**config.mk**
```make
export PLATFORM = sky130hd
export DESIGN_NAME = obi_integrity_top
export DESIGN_NICKNAME = d
export VERILOG_FILES = /design/src/design/obi_integrity_pkg.sv /design/src/design/obi_integrity_top.sv /design/src/design/integrity_csr.sv /design/src/design/obi_data_channel.sv /design/src/design/obi_instr_channel.sv /design/src/design/obi_outstanding_fifo.sv
export SDC_FILE = /design/constraint.sdc
export NUM_CORES = 1
export LEC_CHECK = 0
export BUFFER_PORTS_ARGS = -buffer_cell sky130_fd_sc_hd__buf_4
export CORE_MARGIN = 2
export CORE_UTILIZATION = 34
export CTS_BUF_LIST = sky130_fd_sc_hd__clkbuf_4 sky130_fd_sc_hd__clkbuf_8 sky130_fd_sc_hd__clkbuf_16
export DETAILED_ROUTE_END_ITERATION = 7
export PLACE_DENSITY_LB_ADDON = 0.25
export SLEW_MARGIN = 0
export SYNTH_ARGS = -nofsm -noshare
export SYNTH_HDL_FRONTEND = slang
export SYNTH_SLANG_ARGS = --single-unit
```
**constraint.sdc**
```tcl
create_clock -name clk_i -period 1.4 [get_ports clk_i]
set_input_delay 0.14 -clock clk_i [delete_from_list [all_inputs] [get_ports clk_i]]
set_output_delay 0.14 -clock clk_i [all_outputs]
set_load 0.01 [all_outputs]
```
**src/design/obi_integrity_pkg.sv**
```systemverilog
// OBI interface integrity package
// Shared widths, outstanding-request entry types and the achk/rchk
// checksum rules used by both bus channels
`default_nettype none

package obi_integrity_pkg;

  localparam int ADDR_W            = 32;
  localparam int DATA_W            = 32;
  localparam int BE_W              = DATA_W / 8;
  localparam int PROT_W            = 3;
  localparam int MEMTYPE_W         = 2;
  localparam int ACHK_W            = 13;
  localparam int RCHK_W            = 5;
  localparam int RCHK_STORE_BIT    = 4;
  localparam int OUTSTANDING_DEPTH = 2;

  // Fixed values of the fields not carried on the bus
  localparam logic [5:0] ATOP_ASSUMED   = 6'b00_0000;
  localparam logic [7:0] MID_ASSUMED    = 8'h00;
  localparam logic       EXOKAY_ASSUMED = 1'b0;

  // Instruction fetches are always full-word reads
  localparam logic [DATA_W-1:0] INSTR_WDATA = '0;
  localparam logic [BE_W-1:0]   INSTR_BE    = '1;
  localparam logic              INSTR_WE    = 1'b0;

  typedef struct packed {
    logic had_integrity;
    logic gnt_fault;
  } instr_entry_t;

  typedef struct packed {
    logic had_integrity;
    logic gnt_fault;
    logic is_store;
  } data_entry_t;

  // Address-phase checksum with wdata bytes in the top bits and address bytes at the bottom
  function automatic logic [ACHK_W-1:0] calc_achk(
    input logic [ADDR_W-1:0]    addr,
    input logic [DATA_W-1:0]    wdata,
    input logic [BE_W-1:0]      be,
    input logic                 we,
    input logic [PROT_W-1:0]    prot,
    input logic [MEMTYPE_W-1:0] memtype,
    input logic                 dbg
  );
    return {^wdata[31:24], ^wdata[23:16], ^wdata[15:8], ^wdata[7:0],
            ~^dbg, ^ATOP_ASSUMED, ^MID_ASSUMED,
            ~^{be, we}, ~^{prot, memtype},
            ^addr[31:24], ^addr[23:16], ^addr[15:8], ^addr[7:0]};
  endfunction

  // Response checksum with the err and exokay parity in bit 4
  function automatic logic [RCHK_W-1:0] calc_rchk(
    input logic [DATA_W-1:0] rdata,
    input logic              err
  );
    return {^{err, EXOKAY_ASSUMED},
            ^rdata[31:24], ^rdata[23:16], ^rdata[15:8], ^rdata[7:0]};
  endfunction

endpackage

`default_nettype wire
```
**src/design/obi_integrity_top.sv**
```systemverilog
// OBI bus interface integrity unit
// Instruction and data channel checkers sharing one control register block
`default_nettype none

module obi_integrity_top
  import obi_integrity_pkg::*;
(
  input  wire logic                 clk_i,
  input  wire logic                 rst,
  // Instruction port
  input  wire logic                 instr_req,
  input  wire logic [ADDR_W-1:0]    instr_addr,
  input  wire logic [PROT_W-1:0]    instr_prot,
  input  wire logic [MEMTYPE_W-1:0] instr_memtype,
  input  wire logic                 instr_dbg,
  input  wire logic                 instr_gnt,
  input  wire logic                 instr_gntpar,
  input  wire logic                 instr_rvalid,
  input  wire logic                 instr_rvalidpar,
  input  wire logic [DATA_W-1:0]    instr_rdata,
  input  wire logic                 instr_err,
  input  wire logic [RCHK_W-1:0]    instr_rchk,
  output logic                      instr_reqpar,
  output logic [ACHK_W-1:0]         instr_achk,
  output logic                      instr_integrity_err,
  // Data port
  input  wire logic                 data_req,
  input  wire logic [ADDR_W-1:0]    data_addr,
  input  wire logic [PROT_W-1:0]    data_prot,
  input  wire logic [MEMTYPE_W-1:0] data_memtype,
  input  wire logic                 data_dbg,
  input  wire logic                 data_we,
  input  wire logic [BE_W-1:0]      data_be,
  input  wire logic [DATA_W-1:0]    data_wdata,
  input  wire logic                 data_gnt,
  input  wire logic                 data_gntpar,
  input  wire logic                 data_rvalid,
  input  wire logic                 data_rvalidpar,
  input  wire logic [DATA_W-1:0]    data_rdata,
  input  wire logic                 data_err,
  input  wire logic [RCHK_W-1:0]    data_rchk,
  output logic                      data_reqpar,
  output logic [ACHK_W-1:0]         data_achk,
  output logic                      data_integrity_err,
  // Config and alerts
  input  wire logic                 cfg_we,
  input  wire logic                 cfg_wdata,
  input  wire logic                 status_clear,
  output logic                      integrity_enable,
  output logic                      alert_major,
  output logic                      alert_status
);

  logic instr_fault;
  logic data_fault;

  // Port names match the channel and register block ports one to one
  obi_instr_channel u_instr_channel (.*);

  obi_data_channel u_data_channel (.*);

  integrity_csr u_integrity_csr (.*);

endmodule

`default_nettype wire

```
**src/design/integrity_csr.sv**
```systemverilog
// Integrity control registers
// Holds the integrity enable bit, the sticky alert status and
// the one-cycle major alert raised after any channel fault
`default_nettype none

module integrity_csr (
  input  wire logic clk_i,
  input  wire logic rst,
  input  wire logic cfg_we,
  input  wire logic cfg_wdata,
  input  wire logic status_clear,
  input  wire logic instr_fault,
  input  wire logic data_fault,
  output logic      integrity_enable,
  output logic      alert_major,
  output logic      alert_status
);

  logic any_fault;

  assign any_fault = instr_fault || data_fault;

  // Checking is on out of reset
  always_ff @(posedge clk_i) begin
    if (rst) begin
      integrity_enable <= 1'b1;
    end else if (cfg_we) begin
      integrity_enable <= cfg_wdata;
    end
  end

  always_ff @(posedge clk_i) begin
    if (rst) begin
      alert_major  <= 1'b0;
      alert_status <= 1'b0;
    end else begin
      alert_major <= any_fault;
      // New fault has priority over a clear in the same cycle
      if (any_fault) begin
        alert_status <= 1'b1;
      end else if (status_clear) begin
        alert_status <= 1'b0;
      end
    end
  end

endmodule

`default_nettype wire

```
**src/design/obi_data_channel.sv**
```systemverilog
// Data port integrity channel
// Encodes achk and reqpar for loads and stores and checks responses.
// Store responses carry no rdata, so only the err parity bit of rchk is compared
`default_nettype none

module obi_data_channel
  import obi_integrity_pkg::*;
(
  input  wire logic                 clk_i,
  input  wire logic                 rst,
  input  wire logic                 data_req,
  input  wire logic [ADDR_W-1:0]    data_addr,
  input  wire logic [PROT_W-1:0]    data_prot,
  input  wire logic [MEMTYPE_W-1:0] data_memtype,
  input  wire logic                 data_dbg,
  input  wire logic                 data_we,
  input  wire logic [BE_W-1:0]      data_be,
  input  wire logic [DATA_W-1:0]    data_wdata,
  input  wire logic                 data_gnt,
  input  wire logic                 data_gntpar,
  input  wire logic                 data_rvalid,
  input  wire logic                 data_rvalidpar,
  input  wire logic [DATA_W-1:0]    data_rdata,
  input  wire logic                 data_err,
  input  wire logic [RCHK_W-1:0]    data_rchk,
  input  wire logic                 integrity_enable,
  output logic                      data_reqpar,
  output logic [ACHK_W-1:0]         data_achk,
  output logic                      data_integrity_err,
  output logic                      data_fault
);

  data_entry_t       push_entry;
  data_entry_t       head_entry;
  logic              fifo_empty;
  logic              gnt_par_err;
  logic              rvalid_par_err;
  logic [RCHK_W-1:0] rchk_exp;
  logic              rchk_mismatch;
  logic              rchk_err;

  assign data_reqpar = ~data_req;
  assign data_achk   = calc_achk(data_addr, data_wdata, data_be, data_we,
                                 data_prot, data_memtype, data_dbg);

  assign gnt_par_err    = (data_gntpar == data_gnt);
  assign rvalid_par_err = (data_rvalidpar == data_rvalid);

  assign push_entry = '{
    had_integrity: integrity_enable,
    gnt_fault:     gnt_par_err,
    is_store:      data_we
  };

  obi_outstanding_fifo #(
    .DEPTH   (OUTSTANDING_DEPTH),
    .entry_t (data_entry_t)
  ) u_fifo (
    .clk_i      (clk_i),
    .rst        (rst),
    .push       (data_req && data_gnt),
    .push_entry (push_entry),
    .pop        (data_rvalid),
    .head_entry (head_entry),
    .empty      (fifo_empty)
  );

  assign rchk_exp = calc_rchk(data_rdata, data_err);

  always_comb begin
    if (head_entry.is_store) begin
      rchk_mismatch = (data_rchk[RCHK_STORE_BIT] != rchk_exp[RCHK_STORE_BIT]);
    end else begin
      rchk_mismatch = (data_rchk != rchk_exp);
    end
  end

  // Checked only for requests granted while integrity was on
  assign rchk_err = data_rvalid && !fifo_empty && head_entry.had_integrity &&
                    integrity_enable && rchk_mismatch;

  assign data_integrity_err = data_rvalid &&
                              (rvalid_par_err || head_entry.gnt_fault || rchk_err);
  assign data_fault         = gnt_par_err || rvalid_par_err || rchk_err;

endmodule

`default_nettype wire

```
**src/design/obi_instr_channel.sv**
```systemverilog
// Instruction port integrity channel
// Encodes achk and reqpar for fetches and checks parity and rchk on responses
`default_nettype none

module obi_instr_channel
  import obi_integrity_pkg::*;
(
  input  wire logic                 clk_i,
  input  wire logic                 rst,
  input  wire logic                 instr_req,
  input  wire logic [ADDR_W-1:0]    instr_addr,
  input  wire logic [PROT_W-1:0]    instr_prot,
  input  wire logic [MEMTYPE_W-1:0] instr_memtype,
  input  wire logic                 instr_dbg,
  input  wire logic                 instr_gnt,
  input  wire logic                 instr_gntpar,
  input  wire logic                 instr_rvalid,
  input  wire logic                 instr_rvalidpar,
  input  wire logic [DATA_W-1:0]    instr_rdata,
  input  wire logic                 instr_err,
  input  wire logic [RCHK_W-1:0]    instr_rchk,
  input  wire logic                 integrity_enable,
  output logic                      instr_reqpar,
  output logic [ACHK_W-1:0]         instr_achk,
  output logic                      instr_integrity_err,
  output logic                      instr_fault
);

  instr_entry_t      push_entry;
  instr_entry_t      head_entry;
  logic              fifo_empty;
  logic              gnt_par_err;
  logic              rvalid_par_err;
  logic [RCHK_W-1:0] rchk_exp;
  logic              rchk_err;

  assign instr_reqpar = ~instr_req;
  assign instr_achk   = calc_achk(instr_addr, INSTR_WDATA, INSTR_BE, INSTR_WE,
                                  instr_prot, instr_memtype, instr_dbg);

  // Parity strobes must always be the inverse of their signal
  assign gnt_par_err    = (instr_gntpar == instr_gnt);
  assign rvalid_par_err = (instr_rvalidpar == instr_rvalid);

  assign push_entry = '{had_integrity: integrity_enable, gnt_fault: gnt_par_err};

  obi_outstanding_fifo #(
    .DEPTH   (OUTSTANDING_DEPTH),
    .entry_t (instr_entry_t)
  ) u_fifo (
    .clk_i      (clk_i),
    .rst        (rst),
    .push       (instr_req && instr_gnt),
    .push_entry (push_entry),
    .pop        (instr_rvalid),
    .head_entry (head_entry),
    .empty      (fifo_empty)
  );

  assign rchk_exp = calc_rchk(instr_rdata, instr_err);
  assign rchk_err = instr_rvalid && !fifo_empty && head_entry.had_integrity &&
                    integrity_enable && (instr_rchk != rchk_exp);

  assign instr_integrity_err = instr_rvalid &&
                               (rvalid_par_err || head_entry.gnt_fault || rchk_err);
  assign instr_fault         = gnt_par_err || rvalid_par_err || rchk_err;

endmodule

`default_nettype wire

```
**src/design/obi_outstanding_fifo.sv**
```systemverilog
// Outstanding request FIFO
// Keeps per-request attributes from grant until the in-order response
`default_nettype none

module obi_outstanding_fifo #(
  parameter int  DEPTH   = 2,
  parameter type entry_t = logic
) (
  input  wire logic   clk_i,
  input  wire logic   rst,
  input  wire logic   push,
  input  wire entry_t push_entry,
  input  wire logic   pop,
  output entry_t      head_entry,
  output logic        empty
);

  localparam int PTR_W = (DEPTH > 1) ? $clog2(DEPTH) : 1;
  localparam int CNT_W = $clog2(DEPTH + 1);

  entry_t           mem [DEPTH];
  logic [PTR_W-1:0] wr_ptr;
  logic [PTR_W-1:0] rd_ptr;
  logic [CNT_W-1:0] count;
  logic             full;
  logic             do_push;
  logic             do_pop;

  assign empty   = (count == '0);
  assign full    = (count == CNT_W'(DEPTH));
  assign do_pop  = pop && !empty;
  // A pop in the same cycle frees a slot for the new entry
  assign do_push = push && (!full || do_pop);

  assign head_entry = mem[rd_ptr];

  always_ff @(posedge clk_i) begin
    if (do_push) begin
      mem[wr_ptr] <= push_entry;
    end
  end

  always_ff @(posedge clk_i) begin
    if (rst) begin
      wr_ptr <= '0;
      rd_ptr <= '0;
      count  <= '0;
    end else begin
      if (do_push) begin
        wr_ptr <= (wr_ptr == PTR_W'(DEPTH - 1)) ? '0 : wr_ptr + 1'b1;
      end
      if (do_pop) begin
        rd_ptr <= (rd_ptr == PTR_W'(DEPTH - 1)) ? '0 : rd_ptr + 1'b1;
      end
      case ({do_push, do_pop})
        2'b10:   count <= count + 1'b1;
        2'b01:   count <= count - 1'b1;
        default: count <= count;
      endcase
    end
  end

endmodule

`default_nettype wire

```
==> reports/qor.txt, run 1 <==
First-pass GRT wire length: 12500 um
Commonest non-fill, non-tap cell in the layout: buf_4
Final Cycle Share: 1.24
RSZ-0062 raised after global routing: yes
Die Ht: 91.3 um
Required time worst endpoint: 1.26 ns
IO Count: 237
H-tree levels: 1
Port buffer count: 227
WL final: 8430 um
Post-DP Area: 4430 sq um
Synth Cell Area: 2590 sq um
Hold Vio Cnt, Final: 0
Fmax: 0.578 GHz
Die width: 91.3 um
Final Setup Violations: 3
Residual DRC: 0
Initial antenna violation count: 0
GRT busiest layer: met2
Leak: 2.10 nW
Critical Path Fanout Max: 3
Outcome: finished, violations left
CP startpoint kind: input pin
Total track usage: 0.184
Clock skew: 0.00101 ns
Multi-input gate area: 2050 sq um
Met1 Track Usage GR: 0.207
Largest net degree at the start of global routing: 14
Hold Buf Count CTS: 0
Number of distinct library cells after synthesis: 35
Failing checks: setup timing
Crit. End Element: output pin
Pwr per Cell Area: 675 nW/um^2
Most frequent cells in the layout: buf_4 (224), xnor2_1 (113), xor2_1 (31)
Remaining global-route overflow: 0
Worst hold stages: 2
Post-synth EDFFs: 10
Slack of the critical path: -0.331 ns
Initial Util: 0.354
Routed vias: 2565
Worst R2R Setup Slack: 0.07 ns
Fin nets: 709
GR Util met3: 0.0282
Placed cells: 599
Die Area: 8340 sq um
Main synth FF type: dfxtp_1
Post-layout min period: 1.73 ns
Diode count: 0
Synth warnings: 0
TritonCTS clock tree: done
Antenna-violating nets left: 0
Slew Limit Fails: 0
WP data arrival: 1.59 ns
Register area: 562 sq um
CTS buffer count: 3
Drt wl/cell: 14.0 um
Detail Placement HPWL: 7280 um
Synth Instances: 270
Synth async-reset ratio: 0
Worst VDD drop: 533 uV
Row Count: 31
Placer Congestion: 0.825
Fillers: 636
Final Cell Area: 4600 sq um
Crit Path Category: input pin to output pin
Pwr Total: 3.10 mW
Share of post-route cells with drive strength above 1: 0.500
M2 GR Usage: 0.360
CTS Sinks: 23
Clock latency on the worst-skew pair: 0.25 ns
Vias in the first global route: 2537
Min-delay worst type: input pin to flip-flop
Average footprint of a synthesized cell: 9.61 sq um
Clock root cell: clkbuf_8
Clock slew at reported path FFs: 0.08 ns
Core area: 7330 sq um
Yosys reg bits: 23
Setup TNS: -0.514 ns
Via density: 4.25
Area Growth Syn to Fin: 77.3%
R2r worst-path depth: 8
Sequential area share after synthesis: 0.216
Clock Path Buffers: 2
Max-cap violations: 0
DR iter-0 viols: 34
TritonRoute pass-1 iters: 4
Finished Layout Cells: 603
[layer usage]
metal / share of wire / routed length [um]
met1: 0.36 / 3000
met3: 0.060 / 507
met5: 0 / 0
met4: 0.014 / 118
met2: 0.57 / 4810
[cells by family after synthesis]
family,Yosys count,synth area share
flip-flops,23,0.216
XOR/XNOR,161,0.592
buffers and inverters,16,0.0371
other,2,0.00290
multiplexers,4,0.0154
AND/OR/NAND/NOR,43,0.0825
AO/OA/AOI/OAI,21,0.0540
[registers in the layout (all words and copies together) (netlist names), named ones only]
register / count
u_data_channel.u_fifo.count: 2
u_data_channel.u_fifo.mem: 6
u_data_channel.u_fifo.rd_ptr: 1
u_data_channel.u_fifo.wr_ptr: 1
u_instr_channel.u_fifo.count: 2
u_instr_channel.u_fifo.mem: 4
u_instr_channel.u_fifo.rd_ptr: 1
u_instr_channel.u_fifo.wr_ptr: 1
u_integrity_csr.alert_major: 1
u_integrity_csr.alert_status: 1
u_integrity_csr.integrity_enable: 1
[cells in the mapped netlist (3+ instances only)]
cell type	count	area, sq um
a211oi_1	3	22.5
nand2_1	8	30.0
xnor3_1	8	180
xor2_1	32	280
dfxtp_1	13	260
xnor2_1	120	1050
nor2_1	14	52.6
buf_4	9	67.6
nand3_1	4	20.0
mux2i_1	4	40.0
edfxtp_1	10	300
o21ai_0	7	35.0
nor3_1	5	25.0
inv_1	4	15.0
[through the flow]
stage	utilization	hold slack (ns)	setup slack, ns
final	0.627	0.0821	-0.331
after detailed placement	0.604	0.351	-0.384
after global routing	0.627	0.0766	-0.454
after global placement	0.604	0.340	-0.344
after CTS	0.617	0.0805	-0.380
after floorplan	-	0.219	0.0520
[path summary, 6_finish.rpt]
kind                                startpoint                                to
setup / recovery                data_rdata[20]                data_integrity_err
hold / removal                       cfg_wdata  u_integrity_csr.integrity_enable
setup reg to reg                     flip-flop      u_integrity_csr.alert_status
hold reg to reg   u_data_channel.u_fifo.rd_ptr                         flip-flop
[report_power, final]
part	leakage [nW]	total [mW]	internal, mW	switching (mW)
clock network	0.0255	0.394	0.198	0.196
logic	1.88	1.95	1.21	0.739
registers	0.197	0.762	0.739	0.0227
total	2.10	3.10	2.14	0.958
[worst max-delay path: stages]
cell and delay (ns):
buf_4 0.13, xnor2_4 0.20, xnor3_1 0.36, xnor2_1 0.15
nand4_1 0.14, a21oi_2 0.22, a21boi_1 0.10, buf_4 0.15
[what timing repair did]
item / 4_1_cts / 5_1_grt
endpoints found under the setup margin: 2 / 4
pin swaps: 19 / 20
buffers inserted: 0 / 1
endpoints found under the hold margin: 0 / 0
resized for setup: 10 / 13
[final cells by class]
class | count | area share
well taps | 99 | 0.0269
multi-input cells | 238 | 0.445
repair buffers | 235 | 0.393
inverters | 4 | 0.00327
clock inverters | 1 | 0.00109
clock buffers | 3 | 0.00898
flip-flops and latches | 23 | 0.122
(Power assumes the default switching activity.)
==> inputs of run 2 (changes only) <==
--- a/config.mk
+++ b/config.mk
@@ -10,7 +10,7 @@
 export CORE_UTILIZATION = 34
 export CTS_BUF_LIST = sky130_fd_sc_hd__clkbuf_4 sky130_fd_sc_hd__clkbuf_8 sky130_fd_sc_hd__clkbuf_16
 export DETAILED_ROUTE_END_ITERATION = 7
-export PLACE_DENSITY_LB_ADDON = 0.25
+export PLACE_DENSITY = 0.85
 export SLEW_MARGIN = 0
 export SYNTH_ARGS = -nofsm -noshare
 export SYNTH_HDL_FRONTEND = slang
==> run 2 against run 1 <==
The flow still finishes with violations (setup timing). Register-to-register slack got worse by 0.02 ns. Core utilization is essentially flat. Total power is 0.27% higher. Design area about the same. Via count rose by 1.2%. Clock-buffer cell count is the same. First-iteration DRC count is 44% lower. Routed wire length down 5.6%. Hold slack got worse by 0.0076 ns. Maximum frequency increased by 0.25%.
==> reports/qor.txt, run 2 (synthesis results as in run 1) <==
Crit. End Element: output pin
Min-delay worst type: input pin to flip-flop
Fmax: 0.579 GHz
Via density: 4.30
Met1 Track Usage GR: 0.184
Leak: 2.12 nW
GRT busiest layer: met2
CP startpoint kind: input pin
Total track usage: 0.182
IO Count: 237
Diode count: 0
Die Ht: 91.3 um
Clock root cell: clkbuf_8
TritonRoute pass-1 iters: 4
Slew Limit Fails: 0
Core area: 7330 sq um
Final core occ: 0.627
Largest register FFs: 6
Largest regs: u_data_channel.u_fifo.mem (6), u_instr_channel.u_fifo.mem (4)
CTS Sinks: 23
Initial antenna violation count: 0
Crit Path Category: input pin to output pin
Final Cycle Share: 1.23
M2 GR Usage: 0.377
Clock skew: 0.00506 ns
Worst VDD drop: 676 uV
Clock slew at reported path FFs: 0.08 ns
Fin nets: 710
Place WS: -0.401 ns
Hold Buf Count CTS: 0
GR Util met3: 0.0249
Vias in the first global route: 2691
Residual DRC: 0
Failing checks: setup timing
Hold Vio Cnt, Final: 0
Clock Path Buffers: 2
Die Area: 8340 sq um
Pwr per Cell Area: 677 nW/um^2
Antenna-violating nets left: 0
Drt wl/cell: 13.2 um
Initial Util: 0.354
WL final: 7960 um
Port buffer count: 227
Final Setup Violations: 3
Max-cap violations: 0
TritonCTS clock tree: done
Required time worst endpoint: 1.26 ns
Row Count: 31
Die width: 91.3 um
DR iter-0 viols: 19
Routed vias: 2597
First-pass GRT wire length: 12200 um
WP data arrival: 1.59 ns
Multi-input gate area: 2050 sq um
Area Growth Syn to Fin: 77.2%
RSZ-0062 raised after global routing: yes
Largest Register: u_data_channel.u_fifo.mem
Share of post-route cells with drive strength above 1: 0.503
Post-layout min period: 1.73 ns
CTS buffer count: 3
Clock latency on the worst-skew pair: 0.26 ns
Register area: 561 sq um
Most frequent cells in the layout: buf_4 (229), xnor2_1 (109), xor2_1 (32)
Slack of the critical path: -0.327 ns
Detail Placement HPWL: 7040 um
Largest net degree at the start of global routing: 14
Commonest non-fill, non-tap cell in the layout: buf_4
Critical Path Fanout Max: 2
Fillers: 603
Placer Congestion: 0.784
H-tree levels: 1
Remaining global-route overflow: 0
Outcome: finished, violations left
[run 2: changes by cell type in the layout (fill, tap and decap cells not counted), moves of 4 or more]
cell / before / now
xnor2_2: 6 / 11
xnor2_1: 113 / 109
buf_4: 224 / 229
buf_6: 11 / 7
[run 2: worst paths after layout]
check                                startpoint                               end  slack [ns]  cells past startpoint
hold / removal                        cfg_wdata  u_integrity_csr.integrity_enable        0.07                      2
hold reg to reg   u_instr_channel.u_fifo.rd_ptr     u_instr_channel.u_fifo.rd_ptr        0.51                      2
setup / recovery                 data_rdata[21]                data_integrity_err       -0.33                      8
setup reg to reg                      flip-flop      u_integrity_csr.alert_status        0.05                      7
[run 2: power by group]
part / internal [mW] / switching [mW] / total (mW)
combinational: 1.22 / 0.735 / 1.95
clock: 0.199 / 0.197 / 0.395
sequential: 0.739 / 0.0219 / 0.761
total: 2.16 / 0.954 / 3.11
[run 2: through the flow]
| stage | power [mW] | area [sq um] | hold slack, ns | std cells | setup TNS [ns] |
|---|---|---|---|---|---|
| after floorplan | 1.80 | 2620 | 0.219 | 277 | 0 |
| after global placement | 2.64 | 4430 | 0.340 | 599 | -1.06 |
| after detailed placement | 2.69 | 4430 | 0.351 | 599 | -1.16 |
| after CTS | 3.12 | 4570 | 0.0728 | 604 | -0.573 |
| after global routing | 3.30 | 4600 | 0.0710 | 604 | -0.972 |
| final | 3.11 | 4600 | 0.0745 | 604 | -0.494 |
[run 2: area by class of cell]
class                   count  share of cell area
multi-input cells         238               0.447
repair buffers            236               0.391
flip-flops and latches     23               0.122
well taps                  99              0.0269
clock buffers               3             0.00898
inverters                   4             0.00327
clock inverters             1             0.00109
[run 2: metal layers]
metal | routed length (um) | up-vias | part of all wire
li1 | - | 1329 | -
met1 | 2720 | 1163 | 0.34
met2 | 4660 | 92 | 0.59
met3 | 426 | 13 | 0.054
met4 | 148 | 0 | 0.019
met5 | 0 | - | 0
[run 2: what timing repair did]
item,in CTS,in global routing
setup endpoints to repair,3,4
gates cloned,0,0
pin swaps,20,6
endpoints found under the hold margin,0,0
gates resized for setup,15,4
setup buffers,1,1
[run 2: worst max-delay path, cell delays in order]
cell and delay, ns:
buf_6 0.09, xor2_1 0.15, xnor3_1 0.45, xnor2_1 0.17, nand4_1 0.13, a21oi_2 0.19
a21boi_1 0.10, buf_4 0.16
